`src/design/soc_pkg.sv`:
```
`default_nettype none

package soc_pkg;

    // --------------------------------------------------
    // Bus geometry
    // --------------------------------------------------
    localparam int DATA_WIDTH = 32;
    localparam int ADDR_WIDTH = 32;
    localparam int BE_WIDTH   = 4;

    // Region codes, matched against address bits 31:24
    localparam logic [7:0] REGION_RAM   = 8'h00;
    localparam logic [7:0] REGION_FLASH = 8'h02;
    localparam logic [7:0] REGION_UART  = 8'h0A;
    localparam logic [7:0] REGION_LED   = 8'h0F;

    // Byte address width, so 1024 words
    localparam int RAM_ADDR_WIDTH = 12;

    // --------------------------------------------------
    // Serial peripherals
    // --------------------------------------------------
    localparam int UART_DIV = 8;
    // Half period of sck
    localparam int SPI_DIV  = 2;

    localparam logic [7:0] FLASH_READ_CMD   = 8'h03;
    localparam int         FLASH_ADDR_WIDTH = 24;

    localparam logic LED_RESET = 1'b1;

endpackage

`default_nettype wire

```
`src/design/soc_interconnect.sv`:
```
`timescale 1ns/100ps
`default_nettype none

module soc_interconnect (
    input  logic                            clk_i,
    input  logic                            rst_ni,
    input  logic                            req_i,
    output logic                            gnt_o,
    input  logic [soc_pkg::ADDR_WIDTH-1:0]  addr_i,
    input  logic                            we_i,
    input  logic [soc_pkg::BE_WIDTH-1:0]    be_i,
    input  logic [soc_pkg::DATA_WIDTH-1:0]  wdata_i,
    output logic                            rvalid_o,
    output logic [soc_pkg::DATA_WIDTH-1:0]  rdata_o,
    output logic                            ram_en_o,
    input  logic [soc_pkg::DATA_WIDTH-1:0]  ram_rdata_i,
    output logic                            flash_start_o,
    output logic [soc_pkg::FLASH_ADDR_WIDTH-1:0] flash_addr_o,
    input  logic [soc_pkg::DATA_WIDTH-1:0]  flash_rdata_i,
    input  logic                            flash_done_i,
    output logic                            uart_we_o,
    output logic [7:0]                      uart_data_o,
    input  logic                            uart_busy_i,
    output logic                            led_o
);
    import soc_pkg::*;

    logic [7:0]            region;
    logic                  sel_ram;
    logic                  sel_flash;
    logic                  sel_uart;
    logic                  sel_led;
    logic                  uart_busy_sel;
    logic                  uart_wr;
    logic                  flash_rd;
    logic                  stall;
    logic                  accept;
    logic [DATA_WIDTH-1:0] reg_rdata;

    logic                  rsp_valid_q;
    logic                  rsp_ram_q;
    logic [DATA_WIDTH-1:0] rsp_reg_q;
    logic                  flash_pend_q;
    logic                  flash_rsp_q;
    logic [DATA_WIDTH-1:0] flash_word_q;
    logic                  led_q;
    logic [1:0]            out_cnt_q;

    // --------------------------------------------------
    // Decode and grant
    // --------------------------------------------------
    assign region    = addr_i[ADDR_WIDTH-1 -: 8];
    assign sel_ram   = region == REGION_RAM;
    assign sel_flash = region == REGION_FLASH;
    assign sel_uart  = region == REGION_UART;
    assign sel_led   = region == REGION_LED;

    // Offset 4 holds the busy flag, offset 0 the data register
    assign uart_busy_sel = addr_i[2];
    assign uart_wr       = sel_uart && we_i && !uart_busy_sel;
    assign flash_rd      = sel_flash && !we_i;

    // Hold off everything behind a flash read, and UART data while sending
    assign stall  = flash_pend_q || (uart_wr && uart_busy_i);
    assign gnt_o  = req_i && !stall;
    assign accept = req_i && gnt_o;

    assign ram_en_o      = accept && sel_ram;
    assign flash_start_o = accept && flash_rd;
    assign flash_addr_o  = addr_i[FLASH_ADDR_WIDTH-1:0];
    assign uart_we_o     = accept && uart_wr;
    assign uart_data_o   = wdata_i[7:0];
    assign led_o         = led_q;

    // Small registers read back through bit 0, unmapped reads give zero
    always_comb begin
        reg_rdata = '0;
        if (sel_led) begin
            reg_rdata[0] = led_q;
        end else if (sel_uart && uart_busy_sel) begin
            reg_rdata[0] = uart_busy_i;
        end
    end

    // --------------------------------------------------
    // Response tracking
    // --------------------------------------------------
    always_ff @(posedge clk_i or negedge rst_ni) begin
        if (!rst_ni) begin
            rsp_valid_q  <= 1'b0;
            rsp_ram_q    <= 1'b0;
            flash_pend_q <= 1'b0;
            flash_rsp_q  <= 1'b0;
            led_q        <= LED_RESET;
            out_cnt_q    <= '0;
        end else begin
            rsp_valid_q <= accept && !flash_rd;
            rsp_ram_q   <= accept && sel_ram;
            flash_rsp_q <= flash_done_i && flash_pend_q;

            // Accepted accesses still waiting for their response
            out_cnt_q <= out_cnt_q + 2'(accept) - 2'(rvalid_o);

            if (flash_start_o) begin
                flash_pend_q <= 1'b1;
            end else if (flash_done_i) begin
                flash_pend_q <= 1'b0;
            end

            if (accept && sel_led && we_i && be_i[0]) begin
                led_q <= wdata_i[0];
            end
        end
    end

    always_ff @(posedge clk_i) begin
        if (accept) begin
            rsp_reg_q <= reg_rdata;
        end
        if (flash_done_i) begin
            flash_word_q <= flash_rdata_i;
        end
    end

    assign rvalid_o = rsp_valid_q || flash_rsp_q;

    always_comb begin
        if (flash_rsp_q) begin
            rdata_o = flash_word_q;
        end else if (rsp_ram_q) begin
            rdata_o = ram_rdata_i;
        end else begin
            rdata_o = rsp_reg_q;
        end
    end

    // Every response answers an access that was accepted earlier
    rvalid_has_source: assert property (@(posedge clk_i) disable iff (!rst_ni)
        rvalid_o |-> out_cnt_q != 2'd0);

    // No flash start while an earlier access still waits beyond this cycle
    flash_start_single: assert property (@(posedge clk_i) disable iff (!rst_ni)
        flash_start_o |-> (out_cnt_q == 2'd0) || (out_cnt_q == 2'd1 && rvalid_o));

endmodule

`default_nettype wire

```
`config.mk`:
```
export PLATFORM = sky130hd
export DESIGN_NAME = soc_interconnect
export DESIGN_NICKNAME = d
export VERILOG_FILES = /design/src/design/soc_pkg.sv /design/src/design/soc_interconnect.sv
export SDC_FILE = /design/constraint.sdc
export NUM_CORES = 1
export LEC_CHECK = 0
export ABC_AREA = 1
export BUFFER_PORTS_ARGS = -buffer_cell sky130_fd_sc_hd__buf_2
export CORE_UTILIZATION = 30
export CTS_BUF_LIST = sky130_fd_sc_hd__clkbuf_8
export DETAILED_ROUTE_END_ITERATION = 12
export GPL_ROUTABILITY_DRIVEN = 0
export HOLD_SLACK_MARGIN = 0.06
export PLACE_DENSITY = 0.79
export SYNTH_ARGS = -nofsm -noshare
export SYNTH_HDL_FRONTEND = slang
export SYNTH_SLANG_ARGS = --single-unit
```
`constraint.sdc`:
```
create_clock -name clk_i -period 1.4 [get_ports clk_i]
set_input_delay 0.14 -clock clk_i [delete_from_list [all_inputs] [get_ports clk_i]]
set_output_delay 0.14 -clock clk_i [all_outputs]
set_load 0.05 [all_outputs]
```
After elaboration in Yosys (flattened, before gate mapping). Index checks and enable logic that the tools add are counted.

Register bits after elaboration: 38. Output and inout port bits: 70.

Eq/ne operators: 3. Mux-type cells: 6. Reduce and logical (&&, ||, !) cells: 23.

Operators by type and width (count): $mux 32 (2); $eq 8x4->1 const B (2); $logic_and 1x1->1 (15); $eq 8x2->1 const B (1); $logic_not 8->1 (1); $logic_not 1->1 (4); $mux 1 (4); $logic_or 1x1->1 (2); $reduce_bool 2->1 (1).

Logic depth before layout (Yosys ltp).
Depth after elaboration: 11. Mapped depth: 9. Mapped depth without buffers: 9.

Worst setup path before layout. No wires, ideal clock.

Path kind: reg-to-output. From: register flash_pend_q. To: output flash_start_o. Arrival: 1766 ps. Setup slack: -506 ps. Cell stages (with the launch flop): 4. Cell sequence: dfrtp_1 nor2_1 nand2_4 nor3_1.

Cells in the longest elaborated chain, start to end: 5.

Ends and longest elaborated chain: start: declaration (RTL line soc_interconnect.sv:43) `logic flash_pend_q;`; start signal: assignment (RTL line soc_interconnect.sv:92) `flash_pend_q <= 1'b0;`; start signal: assignment (RTL line soc_interconnect.sv:105) `flash_pend_q <= 1'b1;`; start signal: assignment (RTL line soc_interconnect.sv:107) `flash_pend_q <= 1'b0;`; $logic_or 1x1->1 (RTL line soc_interconnect.sv:64) `assign stall = flash_pend_q || (uart_wr && uart_busy_i);`; $logic_not 1->1 (RTL line soc_interconnect.sv:65) `assign gnt_o = req_i && !stall;`; $logic_and 1x1->1 (RTL line soc_interconnect.sv:65); $logic_and 1x1->1 (RTL line soc_interconnect.sv:66) `assign accept = req_i && gnt_o;`; $logic_and 1x1->1 (RTL line soc_interconnect.sv:69) `assign flash_start_o = accept && flash_rd;`; end: declaration (RTL line soc_interconnect.sv:17) `output logic flash_start_o,`.

Every way passes these cells.

Worst setup path in the final report.
From: register flash_rsp_q. To: output rdata_o[8] (netlist bit).

Cells in the longest elaborated chain, start to end: 1.

Ends and longest elaborated chain: start: declaration (RTL line soc_interconnect.sv:44) `logic flash_rsp_q;`; start signal: assignment (RTL line soc_interconnect.sv:99) `flash_rsp_q <= flash_done_i && flash_pend_q;`; $mux 32 (RTL line soc_interconnect.sv:128) `if (flash_rsp_q) begin`; end: declaration (RTL line soc_interconnect.sv:14) `output logic [soc_pkg::DATA_WIDTH-1:0] rdata_o,`.

Every way passes these cells.

==> flow_summary.json <==
{
  "hold-path-endpoint": "rsp_valid_q",
  "synthCells": 230,
  "detail-route-antenna-nets": 0,
  "critPathKind": "register to output port",
  "status": "complete, but fails checks",
  "arrival_ns": 1.31,
  "final_nets": 506,
  "fmax_mhz": 689,
  "peakVddDrop_v": 0.000365,
  "min_path_type": "primary input to register",
  "min_path_cells": 3,
  "finalWirelength_um": 6160,
  "die-width_um": 85.1,
  "start_kind": "register",
  "htree_levels": 2,
  "cts.sinks": 38,
  "synth_top_area_frac": 0.479,
  "hold_viol": 0,
  "grt.overflow.total": 0,
  "synthesis.area_um2": 2070,
  "numCtsBuffers": 5,
  "synth-seq-area-share": 0.540,
  "grt_max_degree": 35,
  "powerDensity_nw_per_um2": 696,
  "via_per_inst": 4.69,
  "critical_path.endpoint_type": "output port",
  "postLayoutCoreUtil": 0.538,
  "cts_root_buffer": "clkbuf_8",
  "min_period_ns": 1.45,
  "dp_hpwl_um": 3920,
  "die_area_um2": 7240,
  "rsz0062_at_grt": "true",
  "synth_area_leaders": "edfxtp_1, nand2_1, buf_4",
  "clock_skew_ns": 0.000522,
  "clock_latency_ns": 0.28,
  "busiest_layer": "met2",
  "p_leak_nw": 1.68,
  "crit_chain": "clkinv_4, buf_8, nand3_1, nand2_1, buf_6",
  "maxCapViolations": 0,
  "tightest_slew_ns": 0.247,
  "drc_errors": 0,
  "areaGrowthSynthToFinish_pct": 68.6,
  "synth.largest_area_cell": "edfxtp_1",
  "yosys_warnings": 0,
  "grtUsageMet2": 0.334,
  "ys.flop_type": "edfxtp_1",
  "cts_tree": "yes",
  "drtIter0Drc": 54,
  "relSlewSlack": 0.836,
  "io_buffers": 120,
  "clk_pin_slew_ns": 0.07,
  "antenna_found_initial": 0,
  "antennaDiodeCount": 0,
  "ys_seq_elements": 38,
  "required_ns": 1.26,
  "initial_core_util": 0.319,
  "reg2reg_depth": 5,
  "syn_area_per_cell_um2": 9.00,
  "clock_path_buffers": 2,
  "wl_per_cell_um": 13.8,
  "hold_start": "we_i",
  "slowest_stage": "dfrtp_2",
  "worstReg2RegStart": "flash_pend_q",
  "drive_above_1_share": 0.485,
  "coreArea_um2": 6490,
  "post-route-period-util": 1.04,
  "grt_usage": 0.167,
  "die_h_um": 85.1,
  "setup_slack_ns": -0.0524,
  "grt_pass1_vias": 2056,
  "finalSetupViolCount": 32,
  "max_stage_delay_ns": 0.45,
  "rows": 29,
  "num_vias": 2091,
  "synth_edf_count": 33,
  "violations": "setup timing",
  "timing.hold.ws_ns": 0.164,
  "synthArstFlopShare": 0.132,
  "gr-usage-met1": 0.169,
  "maxSlewViolCount": 0,
  "grt_first_pass_wirelength_um": 9270,
  "dr.pass1.iters": 5,
  "synth_cell_types": 23,
  "cp_max_fo": 13,
  "r2r_slack_ns": 0.20,
  "grt_use_met3": 0.0321,
  "synth_nets": 368,
  "fillers": 575,
  "num_io_pins": 208,
  "timing.rr.end": "rsp_reg_q[0]"
}
## through the flow
stage | worst slack [ns] | cells | power (W) | TNS [ns] | instance area (µm²)
final | -0.0524 | 446 | 0.00243 | -0.685 | 3490
after global routing | -0.125 | 446 | 0.00253 | -3.18 | 3490
after CTS | -0.0860 | 443 | 0.00245 | -1.54 | 3400
after detailed placement | -0.00732 | 395 | 0.00160 | -0.00732 | 2630
after global placement | 0.0408 | 395 | 0.00159 | 0 | 2630
after floorplan | -0.0776 | 230 | 0.00166 | -0.0776 | 2090
## power by group
group / switching (W) / internal [W]
clock network: 0.000362 / 0.000390
registers: 0.0000249 / 0.00132
logic: 0.000148 / 0.000188
total: 0.000535 / 0.00190
## flip-flops by register name, indices dropped and copies added (netlist names)
register / flops
led_o: 1
rsp_valid_q: 1
flash_pend_q: 1
rsp_reg_q: 1
rsp_ram_q: 1
flash_rsp_q: 1
flash_word_q: 32
## area by class of cell
| type | count | area, µm² | share of cell area |
|---|---|---|---|
| clock buffer | 6 | 82.6 | 0.0236 |
| clock inverter | 2 | 8.76 | 0.00251 |
| inverter | 15 | 67.6 | 0.0193 |
| multi-input combinational | 134 | 676 | 0.193 |
| sequential | 38 | 1120 | 0.321 |
| tap | 77 | 96.3 | 0.0276 |
| timing repair buffer | 174 | 1440 | 0.413 |
## cell usage in the layout, fill, tap and decap left out, types with 2 or more instances in the layout
cell type / n
inv_1: 12
buf_8: 8
nand2_1: 61
o21ai_0: 2
dlygate4sd3_1: 33
nand3_4: 2
nand2_2: 12
nand3_1: 36
buf_2: 83
nor2_4: 3
clkbuf_8: 6
nor2_2: 2
buf_6: 32
dfrtp_1: 2
dfrtp_2: 2
edfxtp_1: 33
buf_4: 12
buf_12: 5
o21ai_2: 2
nor2_1: 9
## kinds of logic (layout without fill, tap and decap cells)
kind of cell,Yosys count,in the layout,synth area share
compound gates,4,4,0.0115
buf+inv,58,197,0.168
flops,38,38,0.540
simple gates,130,130,0.281
## critical path: cells and delay by family (launching register included)
family	cells	cell delay, ns
buf+inv	3	0.40
flops	1	0.45
simple gates	2	0.18
## Yosys cell counts (2+ instances only)
library cell   n
nand2_1       71
nand3_1       37
edfxtp_1      33
buf_4         32
inv_1         13
nor2_1        11
buf_2          6
clkbuf_1       5
dfrtp_1        4
o21ai_0        3
nand2_2        2
nor2_2         2
## layer usage
metal / part of all wire / vias up
met5: 0 / -
met4: 0.026 / 0
met3: 0.058 / 27
met2: 0.56 / 99
met1: 0.35 / 974
li1: - / 991
## timing repair
| item | 4_1_cts | 5_1_grt |
|---|---|---|
| endpoints found under the setup margin | 37 | 37 |
| cloned | 0 | 1 |
| pin swaps | 2 | 1 |
| hold buffers | 33 | 0 |
| buffers inserted | 7 | 3 |
| hold endpoints to repair | 37 | 0 |
| gates resized for setup | 92 | 16 |
## worst max-delay path by stage
| stage | from | to | slack, ns | cells past startpoint |
|---|---|---|---|---|
| floorplan | flash_pend_q | flash_start_o | -0.08 | 3 |
| global placement | addr_i[31] | uart_we_o | 0.04 | 10 |
| detailed placement | addr_i[29] | uart_we_o | -0.007 | 10 |
| CTS | flash_rsp_q | rdata_o[4] | -0.09 | 5 |
| global route | flash_rsp_q | rdata_o[4] | -0.13 | 5 |
| finish | flash_rsp_q | rdata_o[8] | -0.05 | 5 |
(Power assumes the default switching activity.)
