--- src/design/soc_pkg.sv ---
`default_nettype none

package soc_pkg;

    // --------------------------------------------------
    // Bus geometry
    // --------------------------------------------------
    localparam int DATA_WIDTH = 32;
    localparam int ADDR_WIDTH = 32;
    localparam int BE_WIDTH   = 4;

    // Region codes, matched against address bits 31:24
    localparam logic [7:0] REGION_RAM   = 8'h00;
    localparam logic [7:0] REGION_FLASH = 8'h02;
    localparam logic [7:0] REGION_UART  = 8'h0A;
    localparam logic [7:0] REGION_LED   = 8'h0F;

    // Byte address width, so 1024 words
    localparam int RAM_ADDR_WIDTH = 12;

    // --------------------------------------------------
    // Serial peripherals
    // --------------------------------------------------
    localparam int UART_DIV = 8;
    // Half period of sck
    localparam int SPI_DIV  = 2;

    localparam logic [7:0] FLASH_READ_CMD   = 8'h03;
    localparam int         FLASH_ADDR_WIDTH = 24;

    localparam logic LED_RESET = 1'b1;

endpackage

`default_nettype wire

--- src/design/bit_timer.sv ---
`timescale 1ns/100ps
`default_nettype none

module bit_timer #(
    parameter int DIV = 2
) (
    input  logic clk_i,
    input  logic rst_ni,
    input  logic run_i,
    output logic tick_o
);
    localparam int CW = (DIV > 1) ? $clog2(DIV) : 1;
    localparam logic [CW-1:0] LAST = CW'(DIV - 1);

    logic [CW-1:0] cnt_q;

    // Tick on the last cycle of each period
    assign tick_o = run_i && (cnt_q == LAST);

    always_ff @(posedge clk_i or negedge rst_ni) begin
        if (!rst_ni) begin
            cnt_q <= '0;
        end else if (!run_i) begin
            // Idle, so the next frame gets a full first period
            cnt_q <= '0;
        end else if (cnt_q == LAST) begin
            cnt_q <= '0;
        end else begin
            cnt_q <= cnt_q + 1'b1;
        end
    end

endmodule

`default_nettype wire

--- src/design/uart_tx.sv ---
`timescale 1ns/100ps
`default_nettype none

module uart_tx (
    input  logic       clk_i,
    input  logic       rst_ni,
    input  logic       we_i,
    input  logic [7:0] data_i,
    output logic       tx_o,
    output logic       busy_o
);
    import soc_pkg::*;

    logic       busy_q;
    logic       tick;
    logic [3:0] bit_cnt_q;
    logic [9:0] frame_q;

    bit_timer #(
        .DIV (UART_DIV)
    ) u_baud (
        .clk_i  (clk_i),
        .rst_ni (rst_ni),
        .run_i  (busy_q),
        .tick_o (tick)
    );

    // Frame is stop, data LSB first, start, sent from bit 0
    always_ff @(posedge clk_i or negedge rst_ni) begin
        if (!rst_ni) begin
            busy_q    <= 1'b0;
            bit_cnt_q <= '0;
            frame_q   <= '1;
        end else if (!busy_q) begin
            if (we_i) begin
                frame_q   <= {1'b1, data_i, 1'b0};
                bit_cnt_q <= '0;
                busy_q    <= 1'b1;
            end
        end else if (tick) begin
            frame_q   <= {1'b1, frame_q[9:1]};
            bit_cnt_q <= bit_cnt_q + 1'b1;
            // End of the stop bit
            if (bit_cnt_q == 4'd9) begin
                busy_q <= 1'b0;
            end
        end
    end

    assign tx_o   = frame_q[0];
    assign busy_o = busy_q;

    // The interconnect must hold data writes back while a frame is on the line
    no_write_while_busy: assert property (@(posedge clk_i) disable iff (!rst_ni)
        we_i |-> !busy_o);

endmodule

`default_nettype wire

--- config.mk ---
export PLATFORM = sky130hd
export DESIGN_NAME = uart_tx
export DESIGN_NICKNAME = d
export VERILOG_FILES = /design/src/design/soc_pkg.sv /design/src/design/bit_timer.sv /design/src/design/uart_tx.sv
export SDC_FILE = /design/constraint.sdc
export NUM_CORES = 1
export LEC_CHECK = 0
export BUFFER_PORTS_ARGS = -buffer_cell sky130_fd_sc_hd__buf_2
export CORE_AREA = 2 2 51 53
export DETAILED_ROUTE_END_ITERATION = 7
export DIE_AREA = 0 0 53 55
export SYNTH_ARGS = -nofsm -noshare
export SYNTH_HDL_FRONTEND = slang
export SYNTH_HIERARCHICAL = 1
export SYNTH_SLANG_ARGS = --single-unit
--- constraint.sdc ---
create_clock -name clk_i -period 2.2 [get_ports clk_i]
set_input_delay 0 -clock clk_i [delete_from_list [all_inputs] [get_ports clk_i]]
set_output_delay 0 -clock clk_i [all_outputs]
set_load 0.005 [all_outputs]
; Word level (Yosys, flattened, before mapping)
; Index checks and enable logic that the tools add are counted.
[word_totals]
inputBits = 11
out_inout_bits = 2
regBits = 18
elab_cells = 24
[op_classes]
n_mux = 12
n_eq_ne = 3
reduce_logical = 3
addsub = 2
[ops]
columns = operator, count
row1 = $mux 10, 3
row2 = $mux 4, 3
row3 = $mux 3, 2
row4 = $add 4x1->4 const B, 1
row5 = $eq 4x4->1 const B, 1
row6 = $mux 1, 4
row7 = $add 3x1->3 const B, 1
row8 = $eq 3x3->1 const B, 1
row9 = $ne 2x1->1 const B, 1
row10 = $reduce_and 2->1, 1
row11 = $reduce_bool 2->1, 1
row12 = $logic_and 1x1->1, 1

; Depth between registers and ports, before layout
; Gate-level depths: netlist of the first run.
[depth]
ltp_word = 4
ltp_mapped = 7

; Hierarchy
; The synthesis of the first run kept the hierarchy.
[modules_own_cells]
columns = module, area_each_um2, seq_area_each_um2, instances, cells_each
row1 = uart_tx, 774.5, 361.6, 1, 74
row2 = bit_timer, 135.1, 75.1, 1, 9

; Worst setup path after synthesis of the first run
; No wires, ideal clock.
[synth_timing]
kind = reg-to-reg
from = reg u_baud.cnt_q[0]
to = reg frame_q[0]
arrival_time_ps = 1388
path_slack_ps = 733
path_stages_with_launch = 6
required_ps = 2121
period_less_slack_ps = 1467
setup_time_ps = 79
cell_sequence = dfrtp_1 ha_1 ha_1 and2_2 mux2_2 a22o_1
[synth_between]
elab_chain_cells = 4
[synth_rtl]
columns = item, line_no
row1 = "start, declared", bit_timer.sv:15  ; logic [CW-1:0] cnt_q;
row2 = "start signal, assigned", bit_timer.sv:29  ; cnt_q <= cnt_q + 1'b1;
row3 = $eq 3x3->1, bit_timer.sv:18  ; assign tick_o = run_i && (cnt_q == LAST);
row4 = $logic_and 1x1->1, bit_timer.sv:18
row5 = net tick, uart_tx.sv:15  ; logic tick;
row6 = $ne 2x1->1 (no line), n/a
row7 = $reduce_and 2->1 (no line), n/a
row8 = "end signal, assigned", uart_tx.sv:36  ; frame_q <= {1'b1, data_i, 1'b0};
row9 = "end signal, assigned", uart_tx.sv:41  ; frame_q <= {1'b1, frame_q[9:1]};
row10 = "end, declared", uart_tx.sv:17  ; logic [9:0] frame_q;
; The timed path passes the listed nets, and every way through them passes these cells.
; A chain may end at the register's enable or synchronous reset.

; Worst setup path in the final report of the first run
; Same ends and word-level chain as after synthesis.

==> out/metrics.cfg, run 1 <==
[status]
status=complete, no violations

[yosys]
syn_nets=98
synth_seq_cells=17
synth_area_leader_cell=dfstp_2
syn_inst=83
synthTopCellsByArea=dfstp_2 (26%), dfrtp_1 (22%), mux2i_1 (7.7%), a211oi_1 (5.8%), ha_1 (5.5%)
yosys.cell_types.count=26
synth_top_cell_area_share=0.260
synth.avg_cell_area_sq_um=11.0
syn_area_sq_um=910
yosysSeqAreaShare=0.480
ys_warn_count=6

[clocking]
cts_resized=0
htreeDepth=1
clk_transition_reported_paths_ns=0.10
cts_tree=done
clock_latency_ns=0.29
cts.sinks=17
tritoncts.num_buffers=3
cts-root-buf=clkbuf_4
clock_path_buffers=2

[global_route]
grt_pass1_vias=632
antenna_found_initial=0
grt_max_degree=29
globalRouteOverflowTotal=0
grt_usage=0.133
grt_pass1_wl_um=2790

[worst_setup_path]
cp-startpoint=u_baud/cnt_q[0]
crit_required_ns=2.43
r2r_cells=5
r2r_setup_slack_ns=0.49
arrival_ns=1.94
worst_r2r_endpoint=frame_q[0]
worstSetupStartpointType=flip-flop
worstSetupEndpointType=flip-flop
path_class=reg2reg
rr_startpoint=u_baud/cnt_q[0]
crit_fanout=14
endpoint=frame_q[0]

[final_layout]
seq_area_sq_um=437
fin_nets=119
n_antenna_cell=0
area_growth_pct=19.5
fin_util=0.460
fillers=231
design_area_sq_um=1090
multi_input_area_sq_um=435
drive_above_1_share=0.291

[sta]
postLayoutSetupSlackWorst_ns=0.493
rsz0062_at_grt=false
hold_violations=0
fmax_ghz=0.586
drv_slew=0
finalCritPeriodShare=0.776
holdWs_ns=0.0204
max-slew-margin-rel=0.749
period_minus_slack_ns=1.71
finalClockSkew_ns=0.00441
worst_pin_slew_ns=0.377
setup_tns_ns=0
setup_violations=0

[min_path]
hold_depth=3
hold_path_class=in2reg

[power]
power.density_nw_per_um2=1140
power_leakage_uw=0.000466
irDropWorstVdd_mv=0.603

[die]
num_rows=18
fp.dieW_um=53
fp.dieH_um=55
core_sq_um=2360
ios=13
start_util=0.385
fp.dieArea_sq_um=2920

[detailed_routing]
route.detailed.drc=0
wire_per_inst_um=12.1
dr_total_vias=653
antenna_left=0
wl_um=1610
drtIter0Drc=5
first_pass_iters=3
viasPerCell=4.91

[placement]
portBuffers=12
gp_congestion=0.666
placed_area_sq_um=981
pre_cts_ws_ns=0.523
place_hpwl_um=1060

[job]
maxCapViolCount=0

-- cell families (layout without fill, tap and decap cells) --
group	after synthesis	after routing	share of synthesized area
AO/OA/AOI/OAI	19	19	0.136
adder cells (fa/ha/maj)	4	4	0.0550
buffers and inverters	6	26	0.0413
flip-flops	17	17	0.480
XOR/XNOR	3	3	0.0289
multiplexers	8	8	0.0894
AND/OR/NAND/NOR	26	26	0.169
-- critical path, stage by stage, from the launching register on --
cell and delay, ns:
dfrtp_1 0.39, ha_1 0.16, ha_1 0.17, and2_2 0.37, mux2_2 0.38, a22o_1 0.17
-- per-layer routing --
metal | up-vias | part of all wire | track usage
li1 | 332 | - | -
met2 | 13 | 0.49 | 0.213
met1 | 308 | 0.46 | 0.173
met5 | - | 0 | 0
met3 | 0 | 0.045 | 0.0484
met4 | 0 | 0 | 0.0299
-- placed cells by master, fill, tap and decap left out --
cell type / n
a211oi_1: 7
a21oi_1: 7
a22o_1: 3
and2_2: 3
and2b_1: 5
buf_2: 12
buf_4: 1
clkbuf_1: 1
clkbuf_4: 3
dfrtp_1: 8
dfstp_2: 9
dlygate4sd3_1: 8
ha_1: 4
inv_1: 1
mux2_2: 1
mux2i_1: 7
nand2_1: 6
nand2b_1: 1
nand3_1: 2
nand3b_1: 1
nand4_1: 1
nor2_1: 3
nor2b_1: 2
nor3_1: 1
nor3b_2: 1
o21ai_0: 2
xnor2_1: 2
xor2_1: 1
-- Yosys cell counts (all sizes together) --
master	count
mux2i	7
and2b	5
nand2b	1
a21oi	7
mux2	1
dfstp	9
xnor2	2
inv	1
a22o	3
a211oi	7
dfrtp	8
nor2b	2
ha	4
nand4	1
o21ai	2
nand3b	1
xor2	1
and2	3
nor3	1
nand2	6
nor3b	1
nand3	2
nor2	3
buf	5
-- stage by stage --
stage / power [uW] / cells
2_1_floorplan: 986 / 83
3_3_place_gp: 1060 / 121
3_5_place_dp: 1080 / 121
4_1_cts: 1270 / 133
5_1_grt: 1360 / 133
6_report: 1240 / 133
-- registers in the layout, summed over array words and instances, names as in the netlist --
name,cells
u_baud/cnt_q,3
bit_cnt_q,4
frame_q,9
busy_o,1
-- final cells by class --
class	instances	share of cell area
clock buffers	4	0.0242
inverters	1	0.00345
repair buffers	21	0.136
multi-input cells	60	0.400
flip-flops and latches	17	0.402
well taps	30	0.0345
-- power breakdown --
| part | total (uW) | leakage [uW] | internal, uW | switching [uW] |
|---|---|---|---|---|
| combinational | 450 | 0.000264 | 253 | 197 |
| sequential | 627 | 0.000188 | 516 | 111 |
| clock | 167 | 0.0000150 | 70.5 | 96.5 |
-- worst min-delay path by stage --
stage	slack (ns)	endpoint	start
2_1_floorplan	-0.30	bit_cnt_q[0]	rst_ni
3_3_place_gp	-0.05	busy_o	rst_ni
3_5_place_dp	-0.05	busy_o	rst_ni
4_1_cts	0.005	frame_q[6]	data_i[5]
5_1_grt	0.02	frame_q[6]	data_i[5]
6_report	0.02	frame_q[6]	data_i[5]
-- timing repair --
item | 4_1_cts | 5_1_grt
hold endpoints to repair | 24 | 0
setup buffers | 0 | 0
hold buffers | 8 | 0
(Power assumes the default switching activity.)
==> run 2: changes to the inputs <==
- clock period: 2.2 -> 1.5 ns (I/O delays scaled with it)
==> out/metrics.cfg, run 2 (synthesis results as in run 1) <==
[sta]
setup_violations=0
postLayoutSetupSlackWorst_ns=0.0268
rsz0062_at_grt=true
max-slew-margin-rel=0.742
drv_slew=0
fmax_ghz=0.679
finalClockSkew_ns=0.00126
worst_pin_slew_ns=0.388
period_minus_slack_ns=1.47
finalCritPeriodShare=0.982
hold_violations=0

[global_route]
grt_usage=0.136
grt_max_degree=29
antenna_found_initial=0
grt_pass1_vias=663
globalRouteOverflowTotal=0
grt_pass1_wl_um=2860

[final_layout]
largest_reg_flops=9
n_antenna_cell=0
stdcell_count=137
top_regs=frame_q x9, bit_cnt_q x4, u_baud/cnt_q x3
fin_nets=123
final_common_cell=buf_2
fillers=230
design_area_sq_um=1120
multi_input_area_sq_um=439
regMostFlops=frame_q
seq_area_sq_um=437
area_growth_pct=23.7
drive_above_1_share=0.327
final_cell_mix=buf_2 (12), dfstp_2 (9), dfrtp_1 (8), dlygate4sd3_1 (8)

[die]
fp.dieW_um=53
num_rows=18
fp.dieH_um=55
core_sq_um=2360
fp.dieArea_sq_um=2920
start_util=0.385
ios=13

[placement]
place_hpwl_um=1060
placed_area_sq_um=1010
portBuffers=12
gp_congestion=0.676
pre_cts_ws_ns=-0.0268
dp.cells=125

[worst_setup_path]
critPathMaxStageDelay_ns=0.36
cp_slowest_cell=dfrtp_1
critPathTopFamily=flip-flops
arrival_ns=1.70
crit_required_ns=1.73
crit_buf_inv=0
crit_fanout=8
worstSetupEndpointType=flip-flop
cp_cell_sequence=ha_1, ha_2, and2_4, mux2_2, a22o_1
path_class=reg2reg
worstSetupStartpointType=flip-flop

[clocking]
cts.sinks=17
cts_tree=done
htreeDepth=1
clock_path_buffers=2
cts-root-buf=clkbuf_4
clk_transition_reported_paths_ns=0.10
clock_latency_ns=0.29
tritoncts.num_buffers=3

[power]
power_leakage_uw=0.000487
power.density_nw_per_um2=1700
irDropWorstVdd_mv=0.792

[detailed_routing]
drtIter0Drc=1
antenna_left=0
first_pass_iters=2
viasPerCell=4.85
wl_um=1610
wire_per_inst_um=11.8
dr_total_vias=665
route.detailed.drc=0

[job]
maxCapViolCount=0

[status]
status=complete, no violations

[min_path]
hold_path_class=in2reg

## run 2: worst reg2reg max path: stages, from the launching register on
cell and delay, ns:
dfrtp_1 0.36, ha_1 0.16, ha_2 0.18, and2_4 0.20, mux2_2 0.35, a22o_1 0.17
## run 2: cell type report
type	count	share of cell area
Sequential cell	17	0.388
Clock buffer	4	0.0234
Timing Repair Buffer	25	0.161
Inverter	1	0.00334
Multi-Input combinational cell	60	0.390
Tap cell	30	0.0334
## run 2: final timing paths
check                                      from         end  depth (start not counted)  slack, ns
worst max-delay path            u_baud/cnt_q[0]  frame_q[0]                          5       0.03
worst min-delay path                  data_i[5]  frame_q[6]                          3      0.002
worst max register to register  u_baud/cnt_q[0]  frame_q[0]                          5       0.03
worst min register to register       frame_q[5]  frame_q[5]                          2       0.50
max in group asynchronous                rst_ni  frame_q[2]                          2       1.03
min in group asynchronous                rst_ni      busy_o                          2       0.15
## run 2: through the flow
step | total power [uW] | utilization | TNS, ns | hold WS (ns)
floorplan | 1450 | - | 0 | -0.296
global placement | 1620 | 0.428 | 0 | -0.0531
detailed placement | 1650 | 0.428 | -0.0602 | -0.0479
CTS | 1930 | 0.473 | 0 | 0.00248
global route | 2090 | 0.476 | -0.00220 | 0.0436
finish | 1910 | 0.476 | 0 | 0.00234
## run 2: what timing repair did
| action | CTS | global route |
|---|---|---|
| gates resized for setup | 1 | 2 |
| hold buffers | 8 | 0 |
| hold endpoints to repair | 24 | 0 |
| setup buffers | 0 | 0 |
| endpoints found under the setup margin | 6 | 4 |
| pin swaps | 0 | 2 |
## run 2: where the power goes
| part | switching, uW | internal (uW) |
|---|---|---|
| logic | 316 | 442 |
| registers | 153 | 756 |
| clock network | 144 | 103 |
## run 2: per-layer routing
metal	vias to the layer above	track usage	share of wire	routed length, um
met3	0	0.0242	0.032	51
met4	0	0.0641	0	0
met1	311	0.166	0.51	817
li1	343	-	-	-
met5	-	0	0	0
met2	11	0.235	0.46	741
