[src/design/soc_pkg.sv]
`default_nettype none

package soc_pkg;

    // --------------------------------------------------
    // Bus geometry
    // --------------------------------------------------
    localparam int DATA_WIDTH = 32;
    localparam int ADDR_WIDTH = 32;
    localparam int BE_WIDTH   = 4;

    // Region codes, matched against address bits 31:24
    localparam logic [7:0] REGION_RAM   = 8'h00;
    localparam logic [7:0] REGION_FLASH = 8'h02;
    localparam logic [7:0] REGION_UART  = 8'h0A;
    localparam logic [7:0] REGION_LED   = 8'h0F;

    // Byte address width, so 1024 words
    localparam int RAM_ADDR_WIDTH = 12;

    // --------------------------------------------------
    // Serial peripherals
    // --------------------------------------------------
    localparam int UART_DIV = 8;
    // Half period of sck
    localparam int SPI_DIV  = 2;

    localparam logic [7:0] FLASH_READ_CMD   = 8'h03;
    localparam int         FLASH_ADDR_WIDTH = 24;

    localparam logic LED_RESET = 1'b1;

endpackage

`default_nettype wire

[src/design/bit_timer.sv]
`timescale 1ns/100ps
`default_nettype none

module bit_timer #(
    parameter int DIV = 2
) (
    input  logic clk_i,
    input  logic rst_ni,
    input  logic run_i,
    output logic tick_o
);
    localparam int CW = (DIV > 1) ? $clog2(DIV) : 1;
    localparam logic [CW-1:0] LAST = CW'(DIV - 1);

    logic [CW-1:0] cnt_q;

    // Tick on the last cycle of each period
    assign tick_o = run_i && (cnt_q == LAST);

    always_ff @(posedge clk_i or negedge rst_ni) begin
        if (!rst_ni) begin
            cnt_q <= '0;
        end else if (!run_i) begin
            // Idle, so the next frame gets a full first period
            cnt_q <= '0;
        end else if (cnt_q == LAST) begin
            cnt_q <= '0;
        end else begin
            cnt_q <= cnt_q + 1'b1;
        end
    end

endmodule

`default_nettype wire

[src/design/spi_flash_ctrl.sv]
`timescale 1ns/100ps
`default_nettype none

module spi_flash_ctrl (
    input  logic                                 clk_i,
    input  logic                                 rst_ni,
    input  logic                                 start_i,
    input  logic [soc_pkg::FLASH_ADDR_WIDTH-1:0] addr_i,
    output logic [soc_pkg::DATA_WIDTH-1:0]       rdata_o,
    output logic                                 done_o,
    output logic                                 sck_o,
    output logic                                 sdo_o,
    input  logic                                 sdi_i,
    output logic                                 cs_no
);
    import soc_pkg::*;

    typedef enum logic [1:0] {
        ST_IDLE,
        ST_SHIFT_OUT,
        ST_SHIFT_IN,
        ST_FINISH
    } state_e;

    state_e                state_q;
    logic [4:0]            bit_cnt_q;
    logic                  sck_q;
    logic                  cs_n_q;
    logic                  run;
    logic                  tick;
    logic [31:0]           out_sr_q;
    logic [DATA_WIDTH-1:0] in_sr_q;

    assign run = (state_q == ST_SHIFT_OUT) || (state_q == ST_SHIFT_IN);

    bit_timer #(
        .DIV (SPI_DIV)
    ) u_half_period (
        .clk_i  (clk_i),
        .rst_ni (rst_ni),
        .run_i  (run),
        .tick_o (tick)
    );

    // --------------------------------------------------
    // Command, address and data phases
    // --------------------------------------------------
    always_ff @(posedge clk_i or negedge rst_ni) begin
        if (!rst_ni) begin
            state_q   <= ST_IDLE;
            bit_cnt_q <= '0;
            sck_q     <= 1'b0;
            cs_n_q    <= 1'b1;
        end else begin
            case (state_q)
                ST_IDLE: begin
                    if (start_i) begin
                        cs_n_q    <= 1'b0;
                        bit_cnt_q <= '0;
                        state_q   <= ST_SHIFT_OUT;
                    end
                end
                ST_SHIFT_OUT, ST_SHIFT_IN: begin
                    if (tick) begin
                        sck_q <= !sck_q;
                        // A full clock period ends on the falling edge
                        if (sck_q) begin
                            bit_cnt_q <= bit_cnt_q + 1'b1;
                            if (bit_cnt_q == 5'd31) begin
                                state_q <= (state_q == ST_SHIFT_OUT) ? ST_SHIFT_IN
                                                                     : ST_FINISH;
                            end
                        end
                    end
                end
                ST_FINISH: begin
                    cs_n_q  <= 1'b1;
                    state_q <= ST_IDLE;
                end
                default: state_q <= ST_IDLE;
            endcase
        end
    end

    // Command out and data in, one bit per sck period
    always_ff @(posedge clk_i) begin
        if (state_q == ST_IDLE && start_i) begin
            out_sr_q <= {FLASH_READ_CMD, addr_i};
        end else if (state_q == ST_SHIFT_OUT && tick && sck_q) begin
            out_sr_q <= {out_sr_q[30:0], 1'b0};
        end

        // Sample on the rising edge of sck
        if (state_q == ST_SHIFT_IN && tick && !sck_q) begin
            in_sr_q <= {in_sr_q[DATA_WIDTH-2:0], sdi_i};
        end
    end

    assign sck_o  = sck_q;
    assign cs_no  = cs_n_q;
    assign sdo_o  = out_sr_q[31];
    assign done_o = state_q == ST_FINISH;

    // First byte on the wire lands in bits 7:0
    assign rdata_o = {in_sr_q[7:0], in_sr_q[15:8], in_sr_q[23:16], in_sr_q[31:24]};

    sck_idle_low: assert property (@(posedge clk_i) disable iff (!rst_ni)
        cs_no |-> !sck_o);

endmodule

`default_nettype wire

[config.mk]
export PLATFORM = sky130hd
export DESIGN_NAME = spi_flash_ctrl
export DESIGN_NICKNAME = d
export VERILOG_FILES = /design/src/design/soc_pkg.sv /design/src/design/bit_timer.sv /design/src/design/spi_flash_ctrl.sv
export SDC_FILE = /design/constraint.sdc
export NUM_CORES = 1
export LEC_CHECK = 0
export BUFFER_PORTS_ARGS = -buffer_cell sky130_fd_sc_hd__buf_2
export CAP_MARGIN = 10
export CORE_MARGIN = 3
export CORE_UTILIZATION = 50
export DETAILED_ROUTE_END_ITERATION = 12
export PLACE_DENSITY = 0.72
export SLEW_MARGIN = 5
export SYNTH_ARGS = -nofsm -noshare
export SYNTH_HDL_FRONTEND = slang
export SYNTH_SLANG_ARGS = --single-unit
[constraint.sdc]
create_clock -name clk_i -period 6.5 [get_ports clk_i]
set_input_delay 1.3 -clock clk_i [delete_from_list [all_inputs] [get_ports clk_i]]
set_output_delay 1.3 -clock clk_i [all_outputs]
set_load 0.1 [all_outputs]
======== Yosys cells after proc, flatten, opt, wreduce, memory -nomap -nowiden ========
Cells that the tools add are included.
storage, ports and cells
  bits in registers ....................... 74
  latch bits .............................. 0
  memory bits (writable) .................. 0
  bits in read-only memories .............. 0
  input bits .............................. 28
  output and inout bits ................... 36
  logic and storage cells ................. 51
  memories ................................ 0
operators by class
  add/subtract/negate cells ............... 2
  multipliers ............................. 0
  div/mod/pow operators ................... 0
  magnitude comparators ................... 0
  equality and inequality tests ........... 8
  shifts and indexed selects .............. 0
  muxes and demuxes ....................... 16
  bitwise operators ....................... 0
  reduce and logical (&&, ||, !) cells .... 17
operators by type and width
  cell                 count
  $mux 24              2
  $mux 5               3
  $pmux 5 s2           1
  $mux 2               4
  $ne 2x2->1 const B   4
  $reduce_and 4->1     2
  $logic_and 1x1->1    6
  $pmux 2 s3           1
  $reduce_bool 2->1    3
  $add 5x1->5 const B  1
  $eq 5x5->1 const B   1
  $eq 2x2->1 const B   2
  $mux 1               4
  $reduce_and 2->1     2
  $eq 2x1->1 const B   1
  $logic_not 2->1      1
  $pmux 1 s2           1
  $reduce_or 2->1      1
  $add 1x1->1 const B  1
  $logic_not 1->1      1
  $logic_or 1x1->1     1

======== Longest topological paths before layout ========
Gate-level depths: netlist (run 1).
  depth after elaboration ................. 7
  depth in mapped cells ................... 7
  gate-level depth less buffers ........... 7

======== Hierarchy ========
From an unflattened synthesis (run 1), not the netlist that was laid out.
second synthesis, totals
  cell total of the unflattened synthesis .. 229
  area total of the unflattened synthesis .. 2854.0 um2
modules (own cells, without submodules)
  module          times used  cells each  area an instance (um2)
  spi_flash_ctrl  1           226         2812.7
  bit_timer       1           3           41.3

======== Worst setup path before layout (run 1) ========
Ideal clock, no wire load.
  path type ............................... register -> register
  start ................................... register state_q[1]
  end ..................................... register in_sr_q[0] (enable)
  setup time .............................. 0.468 ns
  arrival time ............................ 3.589 ns
  required time ........................... 6.032 ns
  path slack .............................. 2.443 ns
  cell stages (with the launch flop) ...... 6
  buffers on the path ..................... 1
  path through ............................ dfrtp_1 -> inv_1 -> ha_1 -> clkbuf_1 -> nand2_1 -> nor3b_1
on the way
  longest elaborated chain between the ends .. 5
  elaborated cells on any way between the ends .. 6
  classes of those cells .................. eq/ne: 2; reduce/logical: 4
RTL lines
  element                                          line                                        text
  start, declared                                  spi_flash_ctrl.sv:25                        state_e state_q;
  start signal, assigned                           spi_flash_ctrl.sv:70                        state_q <= (state_q == ST_SHIFT_OUT) ? ST_SHIFT_IN
  $eq 2x1->1 / $eq 2x2->1 (equally long branches)  spi_flash_ctrl.sv:34, spi_flash_ctrl.sv:94
  $logic_or 1x1->1                                 spi_flash_ctrl.sv:34                        assign run = (state_q == ST_SHIFT_OUT) || (state_q == ST_SHIFT_IN);
  $logic_and 1x1->1                                bit_timer.sv:18                             assign tick_o = run_i && (cnt_q == LAST);
  $logic_and 1x1->1 (*) (2 in a row)               spi_flash_ctrl.sv:94                        if (state_q == ST_SHIFT_IN && tick && !sck_q) begin
  end signal, assigned                             spi_flash_ctrl.sv:95                        in_sr_q <= {in_sr_q[DATA_WIDTH-2:0], sdi_i};
  end, declared                                    spi_flash_ctrl.sv:32                        logic [DATA_WIDTH-1:0] in_sr_q;
Every way passes the cells marked *; elsewhere a longest branch is shown, timed or not.
A chain may end at the register's enable or synchronous reset.

======== Worst setup path after layout (run 1) ========
  start ................................... register state_q[1]
  end ..................................... output done_o
on the way
  longest elaborated chain between the ends .. 1
RTL lines
  element        line                   text
  $eq 2x2->1     spi_flash_ctrl.sv:102  assign done_o = state_q == ST_FINISH;
  end, declared  spi_flash_ctrl.sv:10   output logic done_o,
No other way between the ends.

==> flow_summary_export.csv, run 1 <==
group,metric,value,unit
pwr,p_per_area,259.4,mW/mm²
logic_synthesis,syn_area,0.002848,mm²
critical_path,startpoint,"state_q[1]",
critical_path,critical-path-slowest-cell,"buf_2",
pwr,irDropWorstVdd,0.0001923,V
timing,worst_slew_pin_slew,1.044,ns
logic_synthesis,synth_cell_type_count,28,
routing,route.vias.total,1814,
place,dpl.hpwl,3.316,mm
die,io_pins,64,
hold_path,min_path_cells,0,
critical_path,regToRegStartpoint,"state_q[1]",
logic_synthesis,ys.flop_type,"edfxtp_1",
timing,hold_viol_final,0,
routing,drtPass1Iterations,4,
clock_network,root_buffer,"clkbuf_8",
routing,routed_wl,4.978,mm
die,num_rows,26,
place,portBuffers,63,
die,start_util,0.5370,
place,place_congestion,0.7556,
clock_network,cts-htree-levels,3,
critical_path,required,5.20,ns
cells_and_area,fin_area,0.003458,mm²
timing,finalCriticalPeriod,2.717,ns
cells_and_area,area_delta_synth_final,21.44,%
timing,timing.final.crit_share,0.4180,
critical_path,cpPeakStageDelay,0.45,ns
die,dieArea,0.006637,mm²
logic_synthesis,synth_seq_cells,74,
timing,rsz0062_at_grt,"no",
pwr,p_leak,1.538,nW
global_routing,grt_max_degree,33,
cells_and_area,fillCellCount,436,
global_routing,antenna_found_initial,0,
clock_network,clock-sinks,74,
timing,whs,0.4484,ns
clock_network,tritoncts,"built",
clock_network,holdBufCountCts,0,
cells_and_area,n_antenna_cell,0,
die,core-area,0.005303,mm²
clock_network,postCtsSetupBuffers,0,
timing,max_slew_margin,0.3043,
global_routing,grt_pass1_wl,7.921,mm
logic_synthesis,netlist_instances,225,
hold_path,hp-class,"flop to flop",
clock_network,clock_latency,0.34,ns
place,place_area,0.003241,mm²
timing,timing.fmax,0.3681,GHz
critical_path,cp_cell_sequence,"ha_1 -> buf_2",
logic_synthesis,synth-edff-count,56,
global_routing,grt_pass1_vias,1681,
critical_path,rrSetupSlack,3.81,ns
timing,slew_violations,0,
cells_and_area,final_nets,328,
critical_path,endpoint_kind,"output port",
timing,setup_viol,0,
logic_synthesis,ys_seq_area_frac,0.7351,
critical_path,crit_path_end,"done_o",
critical_path,critical_path_class,"flop to output port",
job,max_cap_viol_count,0,
critical_path,worstPathArrival,1.42,ns
routing,drc,0,
clock_network,numCtsBuffers,9,
logic_synthesis,yosys_warnings,0,
clock_network,clk_pin_slew,0.07,ns
global_routing,grt_remaining_overflow,0,
routing,initialDrtViolationCount,72,
critical_path,r2r_cells,4,
routing,post_drt_via_cell_ratio,4.916,
global_routing,grt_use_total,0.1642,
critical_path,start_kind,"flop",
timing,finalSetupTns,0,ns
critical_path,crit_fanout,4,
cells_and_area,layout-drive-gt1-share,0.2876,
routing,avgRoutedWirePerCell,13.49,µm
run_status,status,"complete, no violations",
clock_network,cts_resized,0,
routing,detail-route-antenna-nets,0,
die,die_w,81.47,µm
die,die_y,81.47,µm
critical_path,reg2reg_to,"out_sr_q[23]",
logic_synthesis,syn-num-nets,259,
clock_network,cts.path.max_buffers,2,
logic_synthesis,syn_avg_cell_area,12.66,µm²
timing,fin_skew,0.007658,ns
logic_synthesis,async_flop_share,0.1351,
-- worst min path at each step --
stage | slack (ns) | to | startpoint
3_3_place_gp | 0.43 | in_sr_q[19] | in_sr_q[18]
4_1_cts | 0.45 | in_sr_q[16] | in_sr_q[15]
3_5_place_dp | 0.43 | in_sr_q[16] | in_sr_q[15]
5_1_grt | 0.46 | in_sr_q[5] | in_sr_q[4]
2_1_floorplan | 0.43 | out_sr_q[26] | out_sr_q[25]
6_report | 0.45 | in_sr_q[6] | in_sr_q[5]
-- area by class of cell --
class	instances	area, µm²	area share
Multi-Input combinational cell	142	721.9	0.2088
Inverter	2	7.507	0.002171
Timing Repair Buffer	65	330.3	0.09551
Clock buffer	10	127.6	0.03690
Clock inverter	6	90.09	0.02605
Tap cell	70	87.58	0.02533
Sequential cell	74	2093	0.6053
-- synth_stat cells, types with 2 or more instances --
cell type / number / area, µm²
buf_2: 3 / 15.01
nand3_1: 5 / 25.02
a21oi_1: 9 / 45.04
mux2_2: 2 / 22.52
mux2i_1: 3 / 30.03
a22o_1: 4 / 35.03
nand2_1: 93 / 349.1
edfxtp_1: 56 / 1682
dfxtp_1: 8 / 160.2
inv_1: 2 / 7.510
and3_1: 4 / 25.02
clkbuf_1: 4 / 15.01
o21ai_0: 3 / 15.01
ha_1: 6 / 75.07
dfrtp_1: 9 / 225.2
nor2_1: 2 / 7.510
-- kinds of logic after synthesis --
kind of cell / count (synthesis) / synth area share
multiplexers: 5 / 0.01845
XOR/XNOR: 1 / 0.003076
adder cells (fa/ha/maj): 6 / 0.02636
flip-flops: 74 / 0.7351
buffers and inverters: 9 / 0.01318
AND/OR/NAND/NOR: 111 / 0.1621
AO/OA/AOI/OAI: 19 / 0.04174
-- report_power, final --
group / leakage, nW / internal [W] / switching (W)
registers: 0.713 / 0.000502 / 0
clock network: 0.107 / 0.000217 / 0.000168
logic: 0.717 / 0.00000605 / 0.00000377
-- routing by layer --
layer | vias to the layer above | wire length [µm] | track usage | share of wire
met4 | 0 | 47 | 0.05912 | 0.0094
met2 | 45 | 2342 | 0.2565 | 0.47
met3 | 5 | 289 | 0.07675 | 0.058
met5 | - | 0 | 0 | 0
met1 | 850 | 2299 | 0.2000 | 0.46
li1 | 914 | - | - | -
-- critical path, delay by kind of cell (launching register included) --
kind / cells / cell delay, ns
DFF: 1 / 0.40
adders and majority gates: 1 / 0.23
buffers and inverters: 1 / 0.45
-- cells in the final DEF (no fill, tap or decap), types with 3 or more instances in the layout --
master | Yosys | final
nand3_1 | 5 | 5
buf_2 | 3 | 63
nand2_1 | 93 | 93
a21oi_1 | 9 | 9
o21ai_0 | 3 | 3
dfxtp_1 | 8 | 8
a22o_1 | 4 | 4
and3_1 | 4 | 4
dfrtp_1 | 9 | 9
edfxtp_1 | 56 | 56
ha_1 | 6 | 6
clkbuf_8 | 0 | 9
mux2i_1 | 3 | 3
-- state kept, by name, indices dropped and copies added, names as in the netlist --
name,cells
in_sr_q,32
out_sr_q,32
sck_o,1
bit_cnt_q,5
cs_no,1
u_half_period.cnt_q,1
state_q,2
-- through the flow --
step                      worst slack (ns)  utilization  instances  power [W]
after global routing                 3.526       0.6522        369  0.0009284
after global placement               3.639       0.6111        353  0.0005224
after detailed placement             3.575       0.6111        353  0.0005225
after floorplan                      2.443            -        225  0.0005129
final                                3.783       0.6522        369  0.0008971
after CTS                            3.754       0.6522        369  0.0009044
No activity file was read; power rests on OpenSTA's default activity.
==> inputs of run 2 (changes only) <==
==> constraint.sdc (replaced) <==
create_clock -name clk_i -period 2.8 [get_ports clk_i]
set_input_delay 0.56 -clock clk_i [delete_from_list [all_inputs] [get_ports clk_i]]
set_output_delay 0.56 -clock clk_i [all_outputs]
set_load 0.1 [all_outputs]
==> flow_summary_export.csv, run 2 (synthesis gave the netlist of run 1 again) <==
group,metric,value,unit
cells_and_area,layout-drive-gt1-share,0.2957,
clock_network,clock-sinks,74,
place,dpl.hpwl,3.420,mm
die,io_pins,64,
critical_path,endpoint_kind,"flop",
die,die_w,81.47,µm
critical_path,start_kind,"flop",
timing,finalSetupTns,0,ns
hold_path,hp-class,"primary input to asynchronous set/reset pin",
clock_network,cts.path.max_buffers,2,
job,max_cap_viol_count,0,
critical_path,path_delay_family,"adder cells",
timing,slew_violations,0,
pwr,irDropWorstVdd,0.0003906,V
pwr,finalPower,0.002094,W
cells_and_area,fillCellCount,427,
clock_network,cts-htree-levels,3,
die,start_util,0.5370,
timing,setup_viol,0,
timing,whs,0.07319,ns
critical_path,crit_fanout,24,
critical_path,cp_cell_sequence,"inv_1 -> ha_1 -> nand3_1 -> nand2_1 -> buf_4",
global_routing,grt_remaining_overflow,0,
die,dieArea,0.006637,mm²
clock_network,root_buffer,"clkbuf_8",
routing,post_drt_via_cell_ratio,4.946,
die,core-area,0.005303,mm²
critical_path,worstPathArrival,2.16,ns
clock_network,tritoncts,"built",
routing,routed_wl,5.043,mm
cells_and_area,final_nets,330,
clock_network,postCtsSetupBuffers,0,
cells_and_area,fin_cells,371,
pwr,p_per_area,600.5,mW/mm²
cells_and_area,largest_registers,"in_sr_q: 32 flops, out_sr_q: 32 flops, bit_cnt_q: 5 flops",
timing,hold_viol_final,0,
critical_path,cpPeakStageDelay,0.55,ns
timing,timing.fmax,0.4637,GHz
critical_path,critical-path-slowest-cell,"ha_1",
global_routing,grt_max_degree,33,
clock_network,clk_pin_slew,0.08,ns
die,num_rows,26,
clock_network,cts_resized,0,
cells_and_area,layout.cells.most_common,"nand2_1",
clock_network,clock_latency,0.34,ns
routing,drtPass1Iterations,4,
timing,setup_ws,0.6434,ns
cells_and_area,n_antenna_cell,0,
place,placedCellCount,355,
routing,detail-route-antenna-nets,0,
routing,initialDrtViolationCount,136,
timing,finalCriticalPeriod,2.157,ns
routing,avgRoutedWirePerCell,13.59,µm
global_routing,antenna_found_initial,0,
place,portBuffers,63,
timing,timing.final.crit_share,0.7702,
global_routing,grt_pass1_vias,1773,
clock_network,numCtsBuffers,9,
clock_network,holdBufCountCts,0,
global_routing,grt_use_total,0.1705,
timing,rsz0062_at_grt,"no",
place,place_congestion,0.7750,
critical_path,critical_path_class,"flop to flop",
cells_and_area,area_delta_synth_final,22.45,%
timing,fin_skew,0.008506,ns
place,preCtsSetupSlack,0.6302,ns
routing,route.vias.total,1835,
pwr,p_leak,1.552,nW
global_routing,grt_pass1_wl,8.500,mm
cells_and_area,mostFrequentLayoutCells,"nand2_1, buf_2, edfxtp_1",
timing,max_slew_margin,0.6757,
run_status,status,"complete, no violations",
critical_path,critPathBufInv,2,
timing,worst_slew_pin_slew,0.4898,ns
routing,drc,0,
critical_path,required,2.81,ns
die,die_y,81.47,µm
[run 2: cell types whose count changed in the layout (fill, tap and decap cells not counted), sizes merged]
cell | previous run | this run
clkbuf | 10 | 9
buf | 65 | 67
clkinvlp | 1 | 2
[run 2: final cells by class]
class                      instances  area (µm²)  share of cell area
sequential                        74        2093              0.6003
multi-input combinational        142       728.2              0.2088
timing repair buffer              67       345.3             0.09903
clock buffer                       9       123.9             0.03552
clock inverter                     7       101.3             0.02906
tap                               70       87.58             0.02512
inverter                           2       7.507            0.002153
[run 2: path summary, 6_finish.rpt]
kind                             start                  end  slack (ns)  cells past startpoint
max                         state_q[1]         out_sr_q[11]        0.64                      5
min                             rst_ni  u_half_period.cnt_q        0.07                      1
min reg2reg                in_sr_q[17]          in_sr_q[18]        0.45                      0
max in group asynchronous       rst_ni                cs_no        2.48                      1
max reg2reg                 state_q[1]         out_sr_q[11]        0.64                      5
min in group clk_i               sdi_i           in_sr_q[0]        0.39                      1
[run 2: per-stage QoR]
| stage | cell area, µm² | utilization |
|---|---|---|
| 2_1_floorplan | 2859 | - |
| 3_3_place_gp | 3262 | 0.6151 |
| 3_5_place_dp | 3262 | 0.6151 |
| 4_1_cts | 3487 | 0.6576 |
| 5_1_grt | 3487 | 0.6576 |
| 6_report | 3487 | 0.6576 |
[run 2: power breakdown]
part | switching (W) | internal (W) | leakage, nW | total [W]
clock | 0.000399 | 0.000507 | 0.106 | 0.000907
combinational | 0.00000855 | 0.0000141 | 0.733 | 0.0000226
sequential | 0 | 0.00116 | 0.713 | 0.00116
total | 0.000408 | 0.00169 | 1.55 | 0.00209
[run 2: routing by layer]
metal / global-route usage / part of all wire / vias up
met5: 0 / 0 / -
met4: 0.08108 / 0.013 / 0
met3: 0.03947 / 0.041 / 7
met2: 0.2565 / 0.48 / 41
met1: 0.2350 / 0.47 / 867
li1: - / - / 920
==> inputs of run 3 (changes only) <==
==> constraint.sdc (replaced) <==
create_clock -name clk_i -period 2.22 [get_ports clk_i]
set_input_delay 0.444 -clock clk_i [delete_from_list [all_inputs] [get_ports clk_i]]
set_output_delay 0.444 -clock clk_i [all_outputs]
set_load 0.1 [all_outputs]
==> flow_summary_export.csv, run 3 (synthesis gave the netlist of run 1 again) <==
group,metric,value,unit
critical_path,critical_path_class,"flop to output port",
cells_and_area,post-route-util,0.6671,
critical_path,required,1.78,ns
timing,worst_slew_pin_slew,0.4898,ns
hold_path,min_path_cells,1,
cells_and_area,n_antenna_cell,0,
global_routing,use_met2,0.2663,
timing,fin_skew,0.007664,ns
cells_and_area,fin_area,0.003537,mm²
global_routing,grt_pass1_wl,7.969,mm
hold_path,hp-class,"primary input to flop",
run_status,status,"complete, no violations",
place,place_congestion,0.7638,
routing,avgRoutedWirePerCell,13.55,µm
global_routing,grt_use_total,0.1653,
die,io_pins,64,
global_routing,use_met1,0.2012,
clock_network,clock_latency,0.35,ns
die,num_rows,26,
timing,rsz0062_at_grt,"no",
clock_network,root_buffer,"clkbuf_8",
clock_network,postCtsSetupBuffers,0,
pwr,p_per_area,740.7,mW/mm²
global_routing,antenna_found_initial,0,
clock_network,clock-sinks,74,
critical_path,endpoint_kind,"output port",
global_routing,grt_max_degree,33,
pwr,irDropWorstVdd,0.0005484,V
routing,detail-route-antenna-nets,0,
routing,drtPass1Iterations,4,
critical_path,r2r_cells,5,
routing,route.vias.total,1854,
clock_network,cts_resized,0,
timing,setup_viol,0,
place,place_area,0.003308,mm²
clock_network,tritoncts,"built",
critical_path,worstPathArrival,1.49,ns
clock_network,numCtsBuffers,9,
timing,hold_viol_final,0,
job,max_cap_viol_count,0,
die,die_y,81.47,µm
clock_network,holdBufCountCts,1,
timing,slew_violations,0,
place,portBuffers,63,
global_routing,met3_usage,0.05263,
pwr,p_leak,1.567,nW
die,start_util,0.5370,
timing,timing.final.crit_share,0.8709,
clock_network,clk_pin_slew,0.07,ns
routing,routed_wl,5.041,mm
routing,drc,0,
global_routing,busiest_layer,"met2",
timing,max_slew_margin,0.6757,
clock_network,cts.path.max_buffers,2,
cells_and_area,final_nets,331,
critical_path,crit_fanout,4,
die,die_w,81.47,µm
place,dpl.hpwl,3.418,mm
cells_and_area,layout.cells.most_common,"nand2_1",
global_routing,grt_remaining_overflow,0,
cells_and_area,mostFrequentLayoutCells,"nand2_1, buf_2, edfxtp_1, a21oi_1, clkbuf_8",
cells_and_area,layout-drive-gt1-share,0.3079,
timing,finalCriticalPeriod,1.933,ns
cells_and_area,area_delta_synth_final,24.21,%
die,core-area,0.005303,mm²
global_routing,grt_pass1_vias,1729,
clock_network,cts-htree-levels,3,
critical_path,start_kind,"flop",
routing,post_drt_via_cell_ratio,4.984,
cells_and_area,largest_registers,"in_sr_q: 32 flops, out_sr_q: 32 flops, bit_cnt_q: 5 flops",
timing,timing.fmax,0.5172,GHz
routing,initialDrtViolationCount,77,
die,dieArea,0.006637,mm²
[run 3: changes by cell type in the layout (fill, tap and decap cells not counted), moves of 2 or more]
cell        delta
buf_12         +2
buf_4          -2
clkinvlp_4     -2
inv_1          -2
inv_2          +2
[run 3: critical path: stages, from the launching register on]
cell and delay (ns):
dfrtp_1 0.42, ha_1 0.27, buf_2 0.46
[run 3: final timing paths]
kind,slack (ns),to,from
min in group asynchronous,0.47,sck_o,rst_ni
setup reg to reg,0.34,out_sr_q[1],state_q[1]
hold / removal,0.27,in_sr_q[0],sdi_i
setup / recovery,0.29,done_o,state_q[1]
max in group asynchronous,1.49,cs_no,rst_ni
hold reg to reg,0.45,out_sr_q[28],out_sr_q[27]
[run 3: layer usage]
| layer | part of all wire | vias to the layer above | routed length, µm |
|---|---|---|---|
| met3 | 0.051 | 8 | 255 |
| met2 | 0.49 | 45 | 2457 |
| met1 | 0.45 | 873 | 2246 |
| li1 | - | 928 | - |
| met5 | 0 | - | 0 |
| met4 | 0.016 | 0 | 81 |
[run 3: power breakdown]
part | switching (W) | internal [W] | total [W]
clock network | 0.000484 | 0.000636 | 0.00112
registers | 0 | 0.00147 | 0.00147
logic | 0.0000114 | 0.0000189 | 0.0000303
total | 0.000495 | 0.00212 | 0.00262
[run 3: through the flow]
stage,instances,TNS [ns],setup WS [ns],power [W],hold WS [ns]
2_1_floorplan,225,-0.5067,-0.01583,0.001502,0.1484
3_3_place_gp,355,0,0.4417,0.001529,0.3218
3_5_place_dp,355,0,0.3636,0.001529,0.3211
4_1_cts,372,0,0.2775,0.002653,0.2554
5_1_grt,372,0,0.2111,0.002718,0.2520
6_report,372,0,0.2866,0.002620,0.2733
[run 3: layout make-up]
class,count,area [µm²]
clock inverter,6,91.34
multi-input combinational,142,748.2
clock buffer,10,127.6
tap,70,87.58
inverter,2,7.507
timing repair buffer,68,380.4
fill,419,1765
sequential,74,2095
